===== config.mk =====
export PLATFORM = sky130hd
export DESIGN_NAME = busTop
export DESIGN_NICKNAME = d
export VERILOG_FILES = /design/src/rtl/busPkg.sv /design/src/rtl/busHoldTimer.sv /design/src/rtl/busGrantDecode.sv /design/src/rtl/busRequestQueue.sv /design/src/rtl/busArbiterFsm.sv /design/src/rtl/busTop.sv
export SDC_FILE = /design/constraint.sdc
export NUM_CORES = 1
export LEC_CHECK = 0
export BUFFER_PORTS_ARGS = -buffer_cell sky130_fd_sc_hd__buf_2
export CAP_MARGIN = 30
export CORE_ASPECT_RATIO = 0.6
export CORE_MARGIN = 2
export CORE_UTILIZATION = 57
export CTS_BUF_LIST = sky130_fd_sc_hd__clkbuf_8
export DETAILED_ROUTE_END_ITERATION = 10
export PLACE_DENSITY = 0.93
export SLEW_MARGIN = 20
export SYNTH_ARGS = -nofsm -noshare
export SYNTH_HDL_FRONTEND = slang
export SYNTH_SLANG_ARGS = --single-unit

===== constraint.sdc =====
create_clock -name clk -period 3.4 [get_ports clk]
set_clock_uncertainty 0.1 [all_clocks]
set_input_delay 0 -clock clk [delete_from_list [all_inputs] [get_ports clk]]
set_output_delay 0 -clock clk [all_outputs]
set_load 0.01 [all_outputs]

===== src/rtl/busPkg.sv =====
package busPkg;

    // Source index map, a higher index wins arbitration
    //   10  DMA engine
    //    9  I-cache even half
    //    8  I-cache odd half
    //    7  D-cache even write
    //    6  D-cache odd write
    //    5  D-cache even read
    //    4  D-cache odd read
    //  3-0  memory banks 0 to 3
    localparam int NumSrc = 11;

    // Destination index map
    //    0  I-cache even half
    //    1  I-cache odd half
    //    2  D-cache even side
    //    3  D-cache odd side
    //  4-7  memory banks 0 to 3
    //    8  DMA engine
    localparam int NumDst = 9;

    localparam int SrcW = 4;
    localparam int DstW = 4;

    typedef logic [SrcW-1:0] SrcIdx;
    typedef logic [DstW-1:0] DstIdx;

    // One bus request, sender in the upper nibble
    typedef struct packed {
        SrcIdx sender;
        DstIdx dest;
    } busReqT;

endpackage


===== src/rtl/busHoldTimer.sv =====
`timescale 1ns/1ps

module busHoldTimer #(
    parameter int MaxHold = 16
) (
    input  logic clk,
    input  logic rstN,
    input  logic timerRun,
    output logic expired
);

    localparam int CntW = $clog2(MaxHold);
    localparam logic [CntW-1:0] LastCycle = CntW'(MaxHold - 1);

    logic [CntW-1:0] count;

    // Count is zero in the first tenure cycle
    always_ff @(posedge clk) begin
        if (!rstN) begin
            count <= '0;
        end else if (!timerRun) begin
            count <= '0;
        end else if (count != LastCycle) begin
            count <= count + 1'b1;           // Saturates at the last cycle
        end
    end

    assign expired = timerRun && (count == LastCycle);

endmodule


===== src/rtl/busGrantDecode.sv =====
`timescale 1ns/1ps

module busGrantDecode (
    input  logic                      clk,
    input  logic                      rstN,
    input  logic                      pull,
    input  logic                      endTenure,
    input  busPkg::busReqT            head,
    output logic [busPkg::NumSrc-1:0] grant,
    output logic [busPkg::NumDst-1:0] recv
);
    import busPkg::*;

    logic [NumSrc-1:0] srcHot;
    logic [NumDst-1:0] dstHot;

    always_comb begin
        for (int i = 0; i < NumSrc; i++) begin
            srcHot[i] = (head.sender == SrcIdx'(i));
        end
        for (int j = 0; j < NumDst; j++) begin
            dstHot[j] = (head.dest == DstIdx'(j));
        end
    end

    always_ff @(posedge clk) begin
        if (!rstN) begin
            grant <= '0;
            recv  <= '0;
        end else if (pull) begin
            grant <= srcHot;
            recv  <= dstHot;
        end else if (endTenure) begin
            grant <= '0;                     // Release or forced expiry
            recv  <= '0;
        end
    end

endmodule


===== src/rtl/busRequestQueue.sv =====
`timescale 1ns/1ps

module busRequestQueue (
    input  logic                               clk,
    input  logic                               rstN,
    input  logic [busPkg::NumSrc-1:0]          req,
    input  busPkg::DstIdx [busPkg::NumSrc-1:0] dest,
    input  logic [busPkg::NumDst-1:0]          free,
    input  logic                               pull,
    output logic [busPkg::NumSrc-1:0]          ack,
    output busPkg::busReqT                     head,
    output logic                               headValid
);
    import busPkg::*;

    logic  [NumSrc-1:0] slotValid;
    DstIdx [NumSrc-1:0] slotDest;
    logic  [NumSrc-1:0] eligible;
    logic  [NumSrc-1:0] clearSlot;
    logic  [NumSrc-1:0] capture;

    // A slot competes only while its destination exists and is free
    always_comb begin
        for (int i = 0; i < NumSrc; i++) begin
            eligible[i] = slotValid[i]
                       && (slotDest[i] < DstIdx'(NumDst))
                       && free[slotDest[i]];
        end
    end

    // Fixed priority, later iterations override earlier ones
    always_comb begin
        head      = '0;
        headValid = 1'b0;
        for (int i = 0; i < NumSrc; i++) begin
            if (eligible[i]) begin
                head.sender = SrcIdx'(i);
                head.dest   = slotDest[i];
                headValid   = 1'b1;
            end
        end
    end

    // Pull empties the slot that head names
    always_comb begin
        for (int i = 0; i < NumSrc; i++) begin
            clearSlot[i] = pull && (head.sender == SrcIdx'(i));
        end
    end

    // A slot emptied at this edge can take a new request at the same edge
    always_comb begin
        for (int i = 0; i < NumSrc; i++) begin
            capture[i] = req[i] && (!slotValid[i] || clearSlot[i]);
        end
    end

    always_ff @(posedge clk) begin
        if (!rstN) begin
            slotValid <= '0;
            ack       <= '0;
        end else begin
            ack <= capture;                  // One-cycle ack per stored request
            for (int i = 0; i < NumSrc; i++) begin
                if (capture[i]) begin
                    slotValid[i] <= 1'b1;
                end else if (clearSlot[i]) begin
                    slotValid[i] <= 1'b0;
                end
            end
        end
    end

    always_ff @(posedge clk) begin
        for (int i = 0; i < NumSrc; i++) begin
            if (capture[i]) begin
                slotDest[i] <= dest[i];
            end
        end
    end

endmodule


===== src/rtl/busArbiterFsm.sv =====
`timescale 1ns/1ps

module busArbiterFsm (
    input  logic                      clk,
    input  logic                      rstN,
    input  logic                      headValid,
    input  busPkg::SrcIdx             headSender,
    input  logic [busPkg::NumSrc-1:0] rel,
    input  logic [busPkg::NumSrc-1:0] grant,
    input  logic                      expired,
    output logic                      pull,
    output logic                      endTenure,
    output logic                      timerRun
);
    import busPkg::*;

    localparam logic Idle = 1'b0;
    localparam logic Hold = 1'b1;

    logic  state;
    logic  stateNext;
    SrcIdx heldSender;
    logic  holderRel;

    // Only the current holder may end its own tenure
    always_comb begin
        holderRel = 1'b0;
        if (heldSender < SrcIdx'(NumSrc)) begin
            holderRel = rel[heldSender] && grant[heldSender];
        end
    end

    always_comb begin
        pull      = (state == Idle) && headValid;
        endTenure = (state == Hold) && (holderRel || expired);
        timerRun  = (state == Hold);
    end

    always_comb begin
        stateNext = state;
        case (state)
            Idle: begin
                if (headValid) begin
                    stateNext = Hold;
                end
            end
            Hold: begin
                if (endTenure) begin
                    stateNext = Idle;        // At least one Idle cycle between tenures
                end
            end
            default: stateNext = Idle;
        endcase
    end

    always_ff @(posedge clk) begin
        if (!rstN) begin
            state <= Idle;
        end else begin
            state <= stateNext;
        end
    end

    always_ff @(posedge clk) begin
        if (pull) begin
            heldSender <= headSender;        // Latched with the grant
        end
    end

endmodule


===== src/rtl/busTop.sv =====
`timescale 1ns/1ps

module busTop #(
    parameter int MaxHold = 16
) (
    input  logic                               clk,
    input  logic                               rstN,
    input  logic [busPkg::NumSrc-1:0]          req,
    input  busPkg::DstIdx [busPkg::NumSrc-1:0] dest,
    input  logic [busPkg::NumDst-1:0]          free,
    input  logic [busPkg::NumSrc-1:0]          rel,
    output logic [busPkg::NumSrc-1:0]          ack,
    output logic [busPkg::NumSrc-1:0]          grant,
    output logic [busPkg::NumDst-1:0]          recv
);
    import busPkg::*;

    busReqT head;
    logic   headValid;
    logic   pull;
    logic   endTenure;
    logic   timerRun;
    logic   expired;

    busRequestQueue queue (
        .clk       (clk),
        .rstN      (rstN),
        .req       (req),
        .dest      (dest),
        .free      (free),
        .pull      (pull),
        .ack       (ack),
        .head      (head),
        .headValid (headValid)
    );

    busArbiterFsm fsm (
        .clk        (clk),
        .rstN       (rstN),
        .headValid  (headValid),
        .headSender (head.sender),
        .rel        (rel),
        .grant      (grant),
        .expired    (expired),
        .pull       (pull),
        .endTenure  (endTenure),
        .timerRun   (timerRun)
    );

    busHoldTimer #(
        .MaxHold (MaxHold)
    ) timer (
        .clk      (clk),
        .rstN     (rstN),
        .timerRun (timerRun),
        .expired  (expired)
    );

    busGrantDecode decode (
        .clk       (clk),
        .rstN      (rstN),
        .pull      (pull),
        .endTenure (endTenure),
        .head      (head),
        .grant     (grant),
        .recv      (recv)
    );

endmodule


==> results.ini <==
[min_path]
hold_end = fsm.timerRun
hold-path-cell-count = 6
hold_start = rel[10]
min-delay-path-class = input pin to flop

[placement]
place_inst = 720
dp_hpwl_um = 11600
numPortBuffers = 107
routabilityCongestion = 0.999
placedInstanceArea_mm2 = 0.00592

[clock_network]
cts.clk_slew.worst_paths_ps = 90
cts.sinks = 95
clk_latency_ps = 370
cts_tree = built
h-tree-depth = 3
clock_path_buffers = 2
cts_buffers = 9
cts_root_buf = clkbuf_8

[synthesis]
synth_ff_type = edfxtp_1
yosysWarnings = 0
async_flop_share = 0
syn_area_mm2 = 0.00523
ys_ff_latch = 95
syn_inst = 505
syn_area_per_cell_um2 = 10.4
synth_cell_type_count = 73
syn_nets = 583
synth.yosys.seq_area_share = 0.455
synth_edf_count = 48

[worst_setup_path]
cp.required_ps = 3370
cp_cell_sequence = mux4_1, nand2b_1, and3_1, nor3_2, nand4_1, a21oi_1, a21boi_0, nor2b_2
crit_path_start = queue.slotDest[36]
worstSetupPathType = flop to flop
cp_max_fo = 5
cp_top_family = simple AND/OR/NAND/NOR gates
r2r_end = queue.slotDest[19]
crit_arrival_ps = 3310
r2r_start = queue.slotDest[36]
reg2reg_depth = 8
ff2ff_setup_slack_ps = 60
cp_slowest_cell = mux4_1
startpoint_type = flop
cp-end-kind = flop
critPathBufInv = 0
slowest_delay_ps = 580

[power_and_ir_drop]
peakVddDrop_mv = 0.300
p_leak_nw = 2.76
power_mw = 2.80
powerDensity_mw_per_mm2 = 420

[sta]
finalSetupViolations = 0
fin_tns_setup_ps = 0
slew_headroom = 0.543
slew_viol_final = 0
clock.fmax_mhz = 300
final_hold_viol_count = 0
period_needed_ps = 3340
tightest_slew_ps = 681
rsz0062_at_grt = no
post-route-period-util = 0.982

[routing]
vias_per_cell = 6.46
post-route-drc-count = 0
drt_iter0_markers = 623
firstDrtPassIters = 5
routedWlPerCell_um = 20.8
ant_nets = 0
totalWireLength_um = 16400
vias = 5110

[global_route]
grt_pass1_wl_um = 25500
grt_pass1_vias = 4839
grt_max_degree = 31
grt_overflow = 0
grt_usage = 0.337
grt_antenna_before_repair = 0

[layout]
stdcell_count = 791
final_nets = 748
final_cell_area_mm2 = 0.00668
drive_gt1_frac = 0.267
areaGrowthSynthToFinish_pct = 27.7
final_common_cell = buf_2
mostFrequentLayoutCells = buf_2 (107), dlygate4sd3_1 (55), nand2_1 (50)
num_antenna_cells = 0

[die]
die_w_um = 128
rows = 27
die_h_um = 78.2
initial_core_util = 0.578
floorplan.die_area_mm2 = 0.00998
coreArea_mm2 = 0.00905
io_pins = 108

[job]
maxCapViolCount = 0

[status]
outcome = finished clean

## cells by family after synthesis
| family | Yosys count | share of synthesized area |
|---|---|---|
| flip-flops | 95 | 0.455 |
| multiplexers | 39 | 0.118 |
| XOR/XNOR | 1 | 0.00167 |
| adder cells (fa/ha/maj) | 1 | 0.00239 |
| buffers and inverters | 44 | 0.0378 |
| AND/OR/NAND/NOR | 192 | 0.204 |
| AO/OA/AOI/OAI | 133 | 0.181 |
## registers in the layout, summed over array words and instances, names as in the netlist
name / cells
decode.recv: 9
queue.slotValid: 11
queue.ack: 11
decode.grant: 11
fsm.timerRun: 1
fsm.heldSender: 4
queue.slotDest: 44
timer.count: 4
## metrics by stage
stage / setup slack (ps) / util / hold slack (ps)
final: 61.6 / 0.738 / 79.8
after global placement: 189 / 0.654 / 76.6
after global routing: 9.90 / 0.738 / 85.8
after floorplan: 331 / - / -1.13
after detailed placement: 149 / 0.654 / 78.1
after CTS: 141 / 0.736 / 50.5
## per-layer routing
metal  GRT usage  vias up  part of all wire
met3       0.118       29              0.14
li1            -     2287                 -
met2       0.487      429              0.41
met1       0.481     2365              0.43
met4      0.0945        0             0.017
met5           0        -                 0
## power by group
group | leakage, nW | internal [mW] | switching, mW | total, mW
sequential | 0.846 | 1.30 | 0.101 | 1.40
clock | 0.101 | 0.341 | 0.402 | 0.744
combinational | 1.82 | 0.295 | 0.359 | 0.654
## how the worst max path moves through the flow
stage	cells after the start	to
floorplan	9	queue.slotDest[4]
global placement	9	decode.recv[6]
detailed placement	8	queue.slotDest[16]
CTS	8	queue.slotDest[19]
global route	8	decode.recv[2]
finish	8	queue.slotDest[19]
## worst register-to-register path, cell delays in order (launching register included)
cell      delay, ps
edfxtp_1        440
mux4_1          580
nand2b_1        190
and3_1          230
nor3_2          260
nand4_1         360
a21oi_1         340
a21boi_0        270
nor2b_2         270
## cell type report
class / count / area, um2
Timing Repair Buffer: 180 / 1220
Sequential cell: 95 / 2380
Clock inverter: 7 / 70.1
Clock buffer: 9 / 124
Fill cell: 649 / 2370
Tap cell: 116 / 145
Inverter: 18 / 67.6
Multi-Input combinational cell: 366 / 2670
## Yosys cell counts, types with 7 or more instances
library cell	number	area share
a21oi_1	22	0.021
a31oi_1	15	0.018
and2_1	8	0.0096
clkbuf_1	15	0.011
dfxtp_1	47	0.18
edfxtp_1	48	0.28
inv_1	18	0.013
mux2i_1	18	0.034
mux4_1	9	0.045
nand2_1	50	0.036
nand2b_1	8	0.0096
nand3_1	24	0.023
nand4_1	8	0.0096
nor2_1	33	0.024
nor2b_1	7	0.0084
nor3b_1	7	0.010
o21ai_0	22	0.021
o32ai_1	11	0.018
## what timing repair did
action	in CTS	in global routing
hold buffers	55	0
setup buffers	0	0
gates resized for setup	0	4
hold endpoints to repair	93	0
setup endpoints to repair	0	16
Power figures use the tool's default switching activity.
